--- src/source/mc_pkg.sv ---
// shared widths, address fields, register offsets and bus types for the motor controller core
package mc_pkg;

    // ------------------------------------------------------------
    // widths and constants
    // ------------------------------------------------------------
    localparam int DATA_W   = 32;               // register data
    localparam int ADDR_W   = 16;               // register address
    localparam int CUR_W    = 16;               // adc / command current
    localparam int NUM_AXES = 4;

    localparam logic [15:0] SAFETY_MARGIN = 16'd64;  // adc counts above 2x cmd
    localparam logic [2:0]  SAFETY_COUNT  = 3'd4;    // consecutive cycles to trip
    localparam logic [2:0]  RT_LAST_WORD  = 3'd4;    // words 0..3 axis cmds, 4 status

    // status word bit positions
    localparam int STAT_AMP_EN_LSB   = 0;       // 4 amp enables
    localparam int STAT_AMP_MASK_LSB = 8;       // 4 amp masks, write side only
    localparam int STAT_PWR_EN_BIT   = 16;
    localparam int STAT_PWR_MASK_BIT = 17;
    localparam int STAT_SAFETY_LSB   = 20;      // latched safety disables
    localparam int STAT_BOARD_ID_LSB = 24;

    // ------------------------------------------------------------
    // address decode
    // ------------------------------------------------------------
    typedef enum logic [3:0] {
        ADDR_MAIN = 4'd0                        // only decoded space
    } addr_space_e;

    typedef enum logic [3:0] {
        OFF_STATUS   = 4'd0,                    // channel 0 only
        OFF_ADC_DATA = 4'd1,
        OFF_CMD_CUR  = 4'd2
    } reg_off_e;

    typedef struct packed {
        addr_space_e space;                     // bits 15..12
        logic [3:0]  unused;                    // bits 11..8
        logic [3:0]  chan;                      // 0 board, 1..4 axes
        reg_off_e    off;                       // bits 3..0
    } reg_addr_t;

    typedef struct packed {
        logic              wen;                 // one-cycle write strobe
        reg_addr_t         waddr;
        logic [DATA_W-1:0] wdata;
    } wbus_t;

    // axis n lives in element n-1
    typedef logic [NUM_AXES-1:0][CUR_W-1:0] cur_vec_t;

    typedef enum logic {
        RT_IDLE   = 1'b0,
        RT_REPLAY = 1'b1
    } rt_state_e;

endpackage

--- src/source/rt_block_writer.sv ---
// captures a five-word real-time block and replays it onto the write bus, else passes host writes
`timescale 1ns/1ps

module rt_block_writer (
    input  logic                      sysclk,
    input  logic                      rst,
    input  logic                      rt_wen,      // one-cycle word strobe
    input  logic [2:0]                rt_waddr,    // word index 0..4
    input  logic [mc_pkg::DATA_W-1:0] rt_wdata,
    input  mc_pkg::wbus_t             host_wbus,   // host side of the bus
    output mc_pkg::wbus_t             wbus         // merged write bus
);
    import mc_pkg::*;

    logic [DATA_W-1:0] rt_buf [0:RT_LAST_WORD];   // block words 0..4
    rt_state_e         state;
    logic [2:0]        rep_idx;                   // word being replayed
    logic [3:0]        rep_chan;
    reg_off_e          rep_off;
    logic [ADDR_W-1:0] rep_addr;

    // ------------------------------------------------------------
    // capture side
    // ------------------------------------------------------------
    // strobes while replaying are dropped
    always_ff @(posedge sysclk) begin
        if (state == RT_IDLE && rt_wen && rt_waddr <= RT_LAST_WORD) begin
            rt_buf[rt_waddr] <= rt_wdata;
        end
    end

    // ------------------------------------------------------------
    // replay sequencer
    // ------------------------------------------------------------
    always_ff @(posedge sysclk) begin
        if (rst) begin
            state   <= RT_IDLE;
            rep_idx <= '0;
        end else begin
            case (state)
                RT_IDLE: begin
                    if (rt_wen && rt_waddr == RT_LAST_WORD) begin
                        state   <= RT_REPLAY;   // replay starts next cycle
                        rep_idx <= '0;
                    end
                end
                RT_REPLAY: begin
                    if (rep_idx == RT_LAST_WORD) begin
                        state   <= RT_IDLE;     // status word was the last write
                        rep_idx <= '0;
                    end else begin
                        rep_idx <= rep_idx + 3'd1;
                    end
                end
                default: state <= RT_IDLE;
            endcase
        end
    end

    // words 0..3 go to axis cmd regs, word 4 to the board status reg
    assign rep_chan = (rep_idx == RT_LAST_WORD) ? 4'd0 : ({1'b0, rep_idx} + 4'd1);
    assign rep_off  = (rep_idx == RT_LAST_WORD) ? OFF_STATUS : OFF_CMD_CUR;
    assign rep_addr = {ADDR_MAIN, 4'd0, rep_chan, rep_off};

    // replay owns the merged bus while active
    always_comb begin
        if (state == RT_REPLAY) begin
            wbus.wen   = 1'b1;
            wbus.waddr = reg_addr_t'(rep_addr);
            wbus.wdata = rt_buf[rep_idx];
        end else begin
            wbus = host_wbus;                   // host pass-through
        end
    end

endmodule

--- src/source/axis_regs.sv ---
// current-command registers of the four axes, loaded from the merged write bus
`timescale 1ns/1ps

module axis_regs (
    input  logic             sysclk,
    input  logic             rst,
    input  mc_pkg::wbus_t    wbus,        // merged host / real-time bus
    output mc_pkg::cur_vec_t cur_cmd      // axis n at element n-1
);
    import mc_pkg::*;

    logic                cmd_wr;          // cmd offset write in main space
    logic [NUM_AXES-1:0] axis_sel;        // channel decode, one per axis

    // ------------------------------------------------------------
    // write decode
    // ------------------------------------------------------------
    assign cmd_wr = wbus.wen
                 && (wbus.waddr.space == ADDR_MAIN)
                 && (wbus.waddr.off == OFF_CMD_CUR);

    // channel 0 is the board, so axis a sits on channel a+1
    always_comb begin
        for (int a = 0; a < NUM_AXES; a++) begin
            axis_sel[a] = (wbus.waddr.chan == 4'(a + 1));
        end
    end

    // ------------------------------------------------------------
    // command registers
    // ------------------------------------------------------------
    always_ff @(posedge sysclk) begin
        if (rst) begin
            cur_cmd <= '0;                // zero command out of reset
        end else begin
            for (int a = 0; a < NUM_AXES; a++) begin
                if (cmd_wr && axis_sel[a]) begin
                    cur_cmd[a] <= wbus.wdata[CUR_W-1:0];   // upper bits ignored
                end
            end
        end
    end

endmodule

--- src/source/board_regs.sv ---
// channel-0 board registers: power and amplifier enables, enable pulses and the status word
`timescale 1ns/1ps

module board_regs (
    input  logic                        sysclk,
    input  logic                        rst,
    input  mc_pkg::wbus_t               wbus,
    input  logic [3:0]                  board_id,        // rotary switch value
    input  logic [mc_pkg::NUM_AXES-1:0] safety_disable,  // from the safety checks
    output logic                        pwr_enable,
    output logic [mc_pkg::NUM_AXES-1:0] amp_enable,      // effective amp enables
    output logic                        pwr_enable_cmd,  // one-cycle pulse
    output logic [mc_pkg::NUM_AXES-1:0] amp_enable_cmd,  // one-cycle pulse per axis
    output logic [mc_pkg::DATA_W-1:0]   status_word
);
    import mc_pkg::*;

    logic                stat_wr;         // status write on channel 0
    logic [NUM_AXES-1:0] amp_en_q;        // requested amp enables
    logic [NUM_AXES-1:0] amp_mask;
    logic [NUM_AXES-1:0] amp_val;

    assign stat_wr = wbus.wen
                  && (wbus.waddr.space == ADDR_MAIN)
                  && (wbus.waddr.chan == 4'd0)
                  && (wbus.waddr.off == OFF_STATUS);

    assign amp_mask = wbus.wdata[STAT_AMP_MASK_LSB +: NUM_AXES];
    assign amp_val  = wbus.wdata[STAT_AMP_EN_LSB +: NUM_AXES];

    // ------------------------------------------------------------
    // enable state and command pulses
    // ------------------------------------------------------------
    always_ff @(posedge sysclk) begin
        if (rst) begin
            pwr_enable     <= 1'b0;
            amp_en_q       <= '0;
            pwr_enable_cmd <= 1'b0;
            amp_enable_cmd <= '0;
        end else begin
            // masked update, unmasked bits keep their value
            if (stat_wr && wbus.wdata[STAT_PWR_MASK_BIT]) begin
                pwr_enable <= wbus.wdata[STAT_PWR_EN_BIT];
            end
            for (int a = 0; a < NUM_AXES; a++) begin
                if (stat_wr && amp_mask[a]) begin
                    amp_en_q[a] <= amp_val[a];
                end
            end
            // pulse on every enable request, even a repeated one
            pwr_enable_cmd <= stat_wr && wbus.wdata[STAT_PWR_MASK_BIT]
                                      && wbus.wdata[STAT_PWR_EN_BIT];
            amp_enable_cmd <= {NUM_AXES{stat_wr}} & amp_mask & amp_val;
        end
    end

    // amps run only with power on and no safety trip
    assign amp_enable = amp_en_q & {NUM_AXES{pwr_enable}} & ~safety_disable;

    // ------------------------------------------------------------
    // status word, mask bits read back as zero
    // ------------------------------------------------------------
    always_comb begin
        status_word = '0;
        status_word[STAT_AMP_EN_LSB +: NUM_AXES]   = amp_enable;
        status_word[STAT_PWR_EN_BIT]               = pwr_enable;
        status_word[STAT_SAFETY_LSB +: NUM_AXES]   = safety_disable;
        status_word[STAT_BOARD_ID_LSB +: 4]        = board_id;
    end

endmodule

--- src/source/safety_check.sv ---
// per-axis overcurrent check that latches an amplifier disable until cleared
`timescale 1ns/1ps

module safety_check (
    input  logic                     sysclk,
    input  logic                     rst,
    input  logic [mc_pkg::CUR_W-1:0] cur_fb_axis,    // adc feedback
    input  logic [mc_pkg::CUR_W-1:0] cur_cmd_axis,   // commanded current
    input  logic                     clear_disable,  // power or amp enable pulse
    output logic                     amp_disable     // latched trip
);
    import mc_pkg::*;

    logic [CUR_W+1:0] limit;              // 2x cmd + margin, two extra bits
    logic             over_limit;
    logic [2:0]       viol_cnt;           // consecutive over-limit cycles

    assign limit      = {1'b0, cur_cmd_axis, 1'b0} + {2'b00, SAFETY_MARGIN};
    assign over_limit = {2'b00, cur_fb_axis} > limit;

    always_ff @(posedge sysclk) begin
        if (rst) begin
            viol_cnt    <= '0;
            amp_disable <= 1'b0;
        end else if (clear_disable) begin
            viol_cnt    <= '0;            // start counting afresh
            amp_disable <= 1'b0;
        end else if (over_limit) begin
            if (viol_cnt < SAFETY_COUNT) begin
                viol_cnt <= viol_cnt + 3'd1;   // saturates at the trip count
            end
            // this edge closes the last required cycle
            if (viol_cnt >= SAFETY_COUNT - 3'd1) begin
                amp_disable <= 1'b1;
            end
        end else begin
            viol_cnt <= '0;               // streak broken, trip stays latched
        end
    end

endmodule

--- src/source/reg_read_mux.sv ---
// combinational read-address decode selecting status, adc feedback or command read data
`timescale 1ns/1ps

module reg_read_mux (
    input  mc_pkg::reg_addr_t         reg_raddr,
    input  mc_pkg::cur_vec_t          cur_fb,
    input  mc_pkg::cur_vec_t          cur_cmd,
    input  logic [mc_pkg::DATA_W-1:0] status_word,
    output logic [mc_pkg::DATA_W-1:0] reg_rdata
);
    import mc_pkg::*;

    logic [1:0] axis_idx;                 // channel 1..4 to element 0..3

    assign axis_idx = 2'(reg_raddr.chan - 4'd1);

    always_comb begin
        reg_rdata = '0;                   // unused spaces and offsets read zero
        if (reg_raddr.space == ADDR_MAIN) begin
            if (reg_raddr.chan == 4'd0) begin
                if (reg_raddr.off == OFF_STATUS) begin
                    reg_rdata = status_word;
                end
            end else if (reg_raddr.chan <= 4'(NUM_AXES)) begin
                case (reg_raddr.off)
                    OFF_ADC_DATA: reg_rdata = {{(DATA_W-CUR_W){1'b0}}, cur_fb[axis_idx]};
                    OFF_CMD_CUR:  reg_rdata = {{(DATA_W-CUR_W){1'b0}}, cur_cmd[axis_idx]};
                    default:      reg_rdata = '0;
                endcase
            end
        end
    end

endmodule

--- src/source/motor_ctrl_top.sv ---
// top level of the register-bus core, connects the bus merge, registers, safety checks and read mux
`timescale 1ns/1ps

module motor_ctrl_top (
    input  logic                        sysclk,
    input  logic                        rst,
    input  mc_pkg::wbus_t               host_wbus,   // host write bus
    input  mc_pkg::reg_addr_t           reg_raddr,
    output logic [mc_pkg::DATA_W-1:0]   reg_rdata,
    input  logic                        rt_wen,      // real-time block port
    input  logic [2:0]                  rt_waddr,
    input  logic [mc_pkg::DATA_W-1:0]   rt_wdata,
    input  mc_pkg::cur_vec_t            cur_fb,      // adc currents, axes 1..4
    input  logic [3:0]                  board_id,
    output logic                        pwr_enable,
    output logic [mc_pkg::NUM_AXES-1:0] amp_enable
);
    import mc_pkg::*;

    wbus_t               wbus;            // merged write bus
    cur_vec_t            cur_cmd;
    logic [DATA_W-1:0]   status_word;
    logic                pwr_enable_cmd;
    logic [NUM_AXES-1:0] amp_enable_cmd;
    logic [NUM_AXES-1:0] safety_disable;

    // ------------------------------------------------------------
    // write side
    // ------------------------------------------------------------
    rt_block_writer u_rt_write (.sysclk(sysclk), .rst(rst), .rt_wen(rt_wen),
        .rt_waddr(rt_waddr), .rt_wdata(rt_wdata), .host_wbus(host_wbus), .wbus(wbus));

    axis_regs u_axis (.sysclk(sysclk), .rst(rst), .wbus(wbus), .cur_cmd(cur_cmd));

    board_regs u_chan0 (.sysclk(sysclk), .rst(rst), .wbus(wbus), .board_id(board_id),
        .safety_disable(safety_disable), .pwr_enable(pwr_enable), .amp_enable(amp_enable),
        .pwr_enable_cmd(pwr_enable_cmd), .amp_enable_cmd(amp_enable_cmd),
        .status_word(status_word));

    // ------------------------------------------------------------
    // safety checks, fb vs 2x cmd per axis
    // ------------------------------------------------------------
    for (genvar a = 0; a < NUM_AXES; a++) begin : g_safe
        safety_check u_safe (.sysclk(sysclk), .rst(rst), .cur_fb_axis(cur_fb[a]),
            .cur_cmd_axis(cur_cmd[a]), .clear_disable(pwr_enable_cmd | amp_enable_cmd[a]),
            .amp_disable(safety_disable[a]));
    end

    // read side
    reg_read_mux u_rmux (.reg_raddr(reg_raddr), .cur_fb(cur_fb), .cur_cmd(cur_cmd),
        .status_word(status_word), .reg_rdata(reg_rdata));

endmodule

--- config.mk ---
export PLATFORM = sky130hd
export DESIGN_NAME = motor_ctrl_top
export DESIGN_NICKNAME = d
export VERILOG_FILES = /design/src/source/mc_pkg.sv /design/src/source/rt_block_writer.sv /design/src/source/axis_regs.sv /design/src/source/board_regs.sv /design/src/source/safety_check.sv /design/src/source/reg_read_mux.sv /design/src/source/motor_ctrl_top.sv
export SDC_FILE = /design/constraint.sdc
export NUM_CORES = 1
export LEC_CHECK = 0
export BUFFER_PORTS_ARGS = -buffer_cell sky130_fd_sc_hd__buf_2
export CAP_MARGIN = 5
export CORE_UTILIZATION = 61
export CTS_CLUSTER_DIAMETER = 30
export CTS_CLUSTER_SIZE = 20
export DETAILED_ROUTE_END_ITERATION = 10
export PLACE_DENSITY = 0.94
export RECOVER_POWER = 25
export SLEW_MARGIN = 20
export SYNTH_ARGS = -nofsm -noshare
export SYNTH_HDL_FRONTEND = slang
export SYNTH_SLANG_ARGS = --single-unit
--- constraint.sdc ---
create_clock -name sysclk -period 8.9 [get_ports sysclk]
set_clock_uncertainty 0.1 [all_clocks]
set_input_delay 0.89 -clock sysclk [delete_from_list [all_inputs] [get_ports sysclk]]
set_output_delay 0.89 -clock sysclk [all_outputs]
set_load 0.1 [all_outputs]
* Word level (Yosys, flattened, before mapping)
Memory sizes are Yosys's and may differ from the RTL's. A register that Yosys moved wholly into a read port is not among the register bits.
Cells that the tools add are included.
** Storage, ports and cells
- Register bits after elaboration :: 94
- Bits in writable memories :: 160
- Bits of input ports :: 171
- Output and inout port bits :: 37
- Word-level logic and storage cells :: 129
- Memories kept :: 1
** Cells by class
- $add $sub $neg :: 11
- $lt $le $gt $ge :: 15
- Equality and inequality tests :: 10
- Multiplexer cells :: 22
- Bitwise logic cells :: 14
- Reductions and logical operators :: 35
** Memories
- u_rt_write.rt_buf :: words 5, width 32, read ports 1, clocked after Yosys merged registers in 1, write ports 1, line rt_block_writer.sv:15 : logic [DATA_W-1:0] rt_buf [0:RT_LAST_WORD];
** Operators with widths (count)
- $mux W32 :: 3
- $add A17 B7 Y18 const B :: 4
- $gt A16 B18 Y1 :: 4
- $bmux W16 S2 :: 2
- $mux W49 :: 1
- $mux W16 :: 2
- $pmux W16 S2 :: 1
- $mux W28 :: 1
- $logic_not A4 Y1 :: 6
- $logic_and A1 B1 Y1 :: 17
- $and A4 B4 Y4 :: 4
- $eq A4 B2 Y1 const B :: 4
- $add A3 B1 Y3 const B :: 5
- $ge A3 B2 Y1 const B :: 4
- $lt A3 B3 Y1 const B :: 4
- $mux W3 :: 4
- $reduce_or A3 Y1 :: 4
- $eq A4 B1 Y1 const B :: 2
- $reduce_and A2 Y1 :: 4
- $reduce_or A2 Y1 :: 4
- $eq A3 B3 Y1 const B :: 2
- $pmux W3 S2 :: 1
- $not A1 Y1 :: 5
- $add A3 B1 Y4 const B :: 1
- 12 further kinds :: 18

* Depth between registers and ports, before layout
- Word-level depth :: 9
- Gate-level depth with buffers :: 11
- Depth with buffers taken out :: 11

* Hierarchy
A second synthesis with hierarchy kept.
** Unflattened totals
- Cell total of the unflattened synthesis :: 1177
- Area total of the unflattened synthesis :: 14517.7 um^2
** Modules (own cells, without submodules)
- rt_block_writer :: instances 1, cells each 371, area an instance 6760.2 um^2, seq. area each 4944.7 um^2
- safety_check :: instances 4, cells each 86, area an instance 721.9 um^2, seq. area each 80.1 um^2
- axis_regs :: instances 1, cells each 232, area an instance 2627.5 um^2, seq. area each 1281.2 um^2
- reg_read_mux :: instances 1, cells each 142, area an instance 1487.7 um^2, seq. area each 0.0 um^2
- board_regs :: instances 1, cells each 84, area an instance 729.4 um^2, seq. area each 200.2 um^2
- motor_ctrl_top :: instances 1, cells each 4, area an instance 25.0 um^2, seq. area each 0.0 um^2

* Worst setup path after synthesis
No wires, ideal clock.
- Kind :: input to output
- Start :: in reg_raddr[4] in the netlist's numbering
- End :: out reg_rdata[4] in the netlist's numbering
- Data arrival time :: 4.414 ns
- Data required time :: 7.910 ns
- Slack :: 3.496 ns
- Stages on the path :: 10
- Path buffers :: 5
- Path through :: buf_2 -> buf_2 -> buf_2 -> inv_1 -> ha_1 -> clkbuf_1 -> buf_1 -> mux4_2 -> a22oi_1 -> nor2_1
** Between the ends
- Word-level cells in the longest chain between the ends :: 7
- Elaborated cells on any way between the ends :: 11
- Classes of those cells :: 1 x add/sub; 1 x order compare; 8 x mux; 1 x reduce/logical
** RTL lines
- start, declared :: line motor_ctrl_top.sv:8 : input mc_pkg::reg_addr_t reg_raddr,
- $sub A2 B1 Y2 :: line reg_read_mux.sv:15 : assign axis_idx = 2'(reg_raddr.chan - 4'd1);
- $bmux W16 S2, on equally long branches :: line reg_read_mux.sv:27, reg_read_mux.sv:26
- $mux W16, on equally long branches :: line reg_read_mux.sv:27, reg_read_mux.sv:26
- $pmux W16 S2 :: line reg_read_mux.sv:25 : case (reg_raddr.off)
- $mux W32 :: line reg_read_mux.sv:24 : end else if (reg_raddr.chan <= 4'(NUM_AXES)) begin
- $mux W32 * :: line reg_read_mux.sv:20 : if (reg_raddr.chan == 4'd0) begin
- $mux W32 * :: line reg_read_mux.sv:19 : if (reg_raddr.space == ADDR_MAIN) begin
- end, declared :: line motor_ctrl_top.sv:9 : output logic [mc_pkg::DATA_W-1:0] reg_rdata,
Mark *: on every way between the ends. The rest lies on a longest branch, timed or not. The select of a mux whose other input is x is not followed.

* Worst setup path in the final report
- Start :: in reg_raddr[4] in the netlist's numbering
- End :: out reg_rdata[3] in the netlist's numbering
Same word-level chain as after synthesis.

==> metrics.csv <==
metric;value;unit
critical path arrival;3.28;ns
DR WL/cell;20.5;um
Post-Synth Adder-Cell Area;0.0874;
gr ovfl total;0;
post-synthesis xor/xnor area fraction;0.0294;
#FFs+latches synth;187;
dominant synthesized flop cell;dfxtp_1;
Syn Area/Cell;10.9;um2
Layout Nets;1384;
post-synthesis mux area share;0.141;
fin crit share;0.480;
crit end category;output port;
initial antenna violation count;1;
vias in the first global route;8647;
CTS tree;done;
MaxCap Viol Count;0;
f_max;234;MHz
CTS Root Cell;clkbuf_16;
Worst Path Required;7.91;ns
post-cts sizing count;0;
Fin. Hold Viols;0;
final instance area;0.0123;mm2
Final HPWL DP;21200;um
post-synthesis compound-gate area fraction;0.138;
worst vdd ir;0.149;mV
CP max-delay cell;buf_4;
DR iter-0 viols;661;
pre-CTS setup slack;4.27;ns
Die ar.;0.0181;mm2
CTS Hold Bufs;0;
min cycle time layout;4.27;ns
Ys Warns;0;
worst path cell trace;buf_4 > inv_1 > ha_1 > buf_4 > mux4_2 > a22o_1 > nand2_1 > a21oi_1 > buf_2;
total CTS buffers;17;
# port buffers;164;
Vias;8879;
setup TNS;0;ns
Starting Density;0.623;
Clk Latency, worst-skew pair;0.43;ns
routability cong.;0.960;
Design Power;1890;uW
first-pass GRT wire length;43800;um
largest family of logic cells by synthesized area;multiplexers;
largest cells by area after synthesis;edfxtp_1, dfxtp_1, mux4_2;
post-route antenna net violation count;0;
Critical Path Max Stage Delay;0.48;ns
post-synth top area share;0.252;
EDFF count, synth;90;
post-synthesis simple-gate area fraction;0.133;
Core Region;0.0172;mm2
H-Tree Depth;4;
area grow syn2layout;14.2;%
DP Area;0.0117;mm2
Overall Global Routing Usage;0.318;
TritonRoute pass-1 iters;5;
largest net degree at the start of global routing;51;
Clock Path Buffers;2;
layout filler cell count;1198;
Worst Setup Start Kind;primary input;
Post-Syn Area;0.0107;mm2
Die H;135;um
Via density;6.45;
Slew Limit Fails;0;
P_leak;0.00440;uW
# rows;48;
CTS clk-pin slew, worst paths;0.07;ns
sequential area share after synthesis;0.432;
layout cells sized above 1;0.234;
IO Count;208;
die outline width;135;um
most frequent CP cell;buf_4;
Final WS setup;4.63;ns
hold_ws;0.385;ns
largest fanout on the critical path;33;
cell taking the most area after synthesis;edfxtp_1;
Worst slew margin;0.247;
DRC viols;0;
# setup viols final;0;
post-CTS setup buffers;0;
Netlist cell types;68;
final wirelength;28200;um
RSZ-0062 raised after global routing;false;
Async SR Flop Fraction;0;
status;finished clean;
worst hold path type;flip-flop to flip-flop;
PD cells;154;mW/mm2
Mapped Cells;986;
clock sink count;187;
measured slew at the worst slew-check pin;1.13;ns
critical path class;primary input to output port;
sequential cells by signal (all words and copies together), names as in the netlist, named ones only:
name / flops
u_rt_write.state: 1
u_rt_write.rep_idx: 3
u_chan0.amp_enable_cmd: 4
g_safe.u_safe.amp_disable: 4
u_axis.cur_cmd: 64
u_chan0.pwr_enable_cmd: 1
u_chan0.amp_en_q: 4
u_rt_write.rt_buf: 90
g_safe.u_safe.viol_cnt: 12
u_chan0.pwr_enable: 1
synthesized netlist by cell type, drive strengths merged, types with 8 or more instances:
| master | n |
|---|---|
| a211oi | 8 |
| a21o | 15 |
| nor2 | 59 |
| clkbuf | 27 |
| xnor2 | 13 |
| o211ai | 23 |
| nand2 | 72 |
| nand4 | 15 |
| xor2 | 23 |
| and3 | 9 |
| nand3 | 62 |
| a22oi | 15 |
| edfxtp | 90 |
| inv | 34 |
| a21oi | 63 |
| buf | 19 |
| ha | 75 |
| o21ai | 66 |
| nor3 | 27 |
| dfxtp | 97 |
| mux2i | 46 |
| and2 | 9 |
| mux4 | 46 |
layer usage:
layer	vias up	global-route usage	share of wire
met1	4250	0.392	0.39
met2	495	0.541	0.48
met4	0	0.167	0.044
li1	4051	-	-
met5	-	0	0
met3	83	0.0465	0.080
worst max-delay path: cells and delay by family:
family | cells | cell delay, ns
AND/OR/NAND/NOR | 1 | 0.06
multiplexers | 1 | 0.30
AO/OA/AOI/OAI | 2 | 0.30
adder cells (fa/ha/maj) | 1 | 0.30
buffers and inverters | 4 | 1.41
kinds of logic (layout without fill, tap and decap cells):
logic type,count (synthesis),after routing
buf+inv,82,241
simple gates,280,280
fa+ha+maj,75,75
flops,187,187
other cells,1,8
compound gates,232,232
mux,93,93
xor+xnor,36,36
layout make-up:
cell class | count | area, um2 | share of cell area
Inverter | 36 | 135 | 0.0110
Clock buffer | 21 | 503 | 0.0410
Tap cell | 225 | 282 | 0.0229
Multi-Input combinational cell | 723 | 5740 | 0.468
Timing Repair Buffer | 173 | 870 | 0.0709
Antenna cell | 1 | 2.50 | 0.000204
Clock inverter | 11 | 93.8 | 0.00765
Sequential cell | 187 | 4650 | 0.379
placed cells by master, fill, tap and decap left out, drive strengths merged, types with 9 or more instances in the layout:
master,instances
mux4,46
nor2,59
edfxtp,90
inv,41
xor2,23
a22oi,15
nor3,27
a21oi,63
dfxtp,97
buf,156
xnor2,13
a21o,15
mux2i,46
o211ai,23
o21ai,66
and2,9
ha,75
nand3,62
and3,9
clkbuf,38
nand4,15
nand2,72
through the flow:
stage          instances  utilization
4_1_cts             1376        0.713
3_3_place_gp        1344        0.678
2_1_floorplan        992            -
6_report            1377        0.712
5_1_grt             1377        0.712
3_5_place_dp        1344        0.678
power breakdown:
part           internal (uW)  total [uW]  switching (uW)
clock                    413         746             333
sequential               918         930            12.7
combinational           84.0         213             129
final timing paths:
| kind | from | to | slack, ns | cells after the start |
|---|---|---|---|---|
| worst max-delay path | reg_raddr[4] | reg_rdata[3] | 4.63 | 9 |
| worst min-delay path | g_safe[1].u_safe.amp_disable$_SDFFE_PP0P_ | g_safe[1].u_safe.amp_disable$_SDFFE_PP0P_ | 0.38 | 2 |
| worst max register to register | u_rt_write.state$_SDFF_PP0_ | u_axis.cur_cmd[15]$_SDFFE_PP0P_ | 5.27 | 5 |
| worst min register to register | g_safe[1].u_safe.amp_disable$_SDFFE_PP0P_ | g_safe[1].u_safe.amp_disable$_SDFFE_PP0P_ | 0.38 | 2 |
No activity file was read; power rests on OpenSTA's default activity.
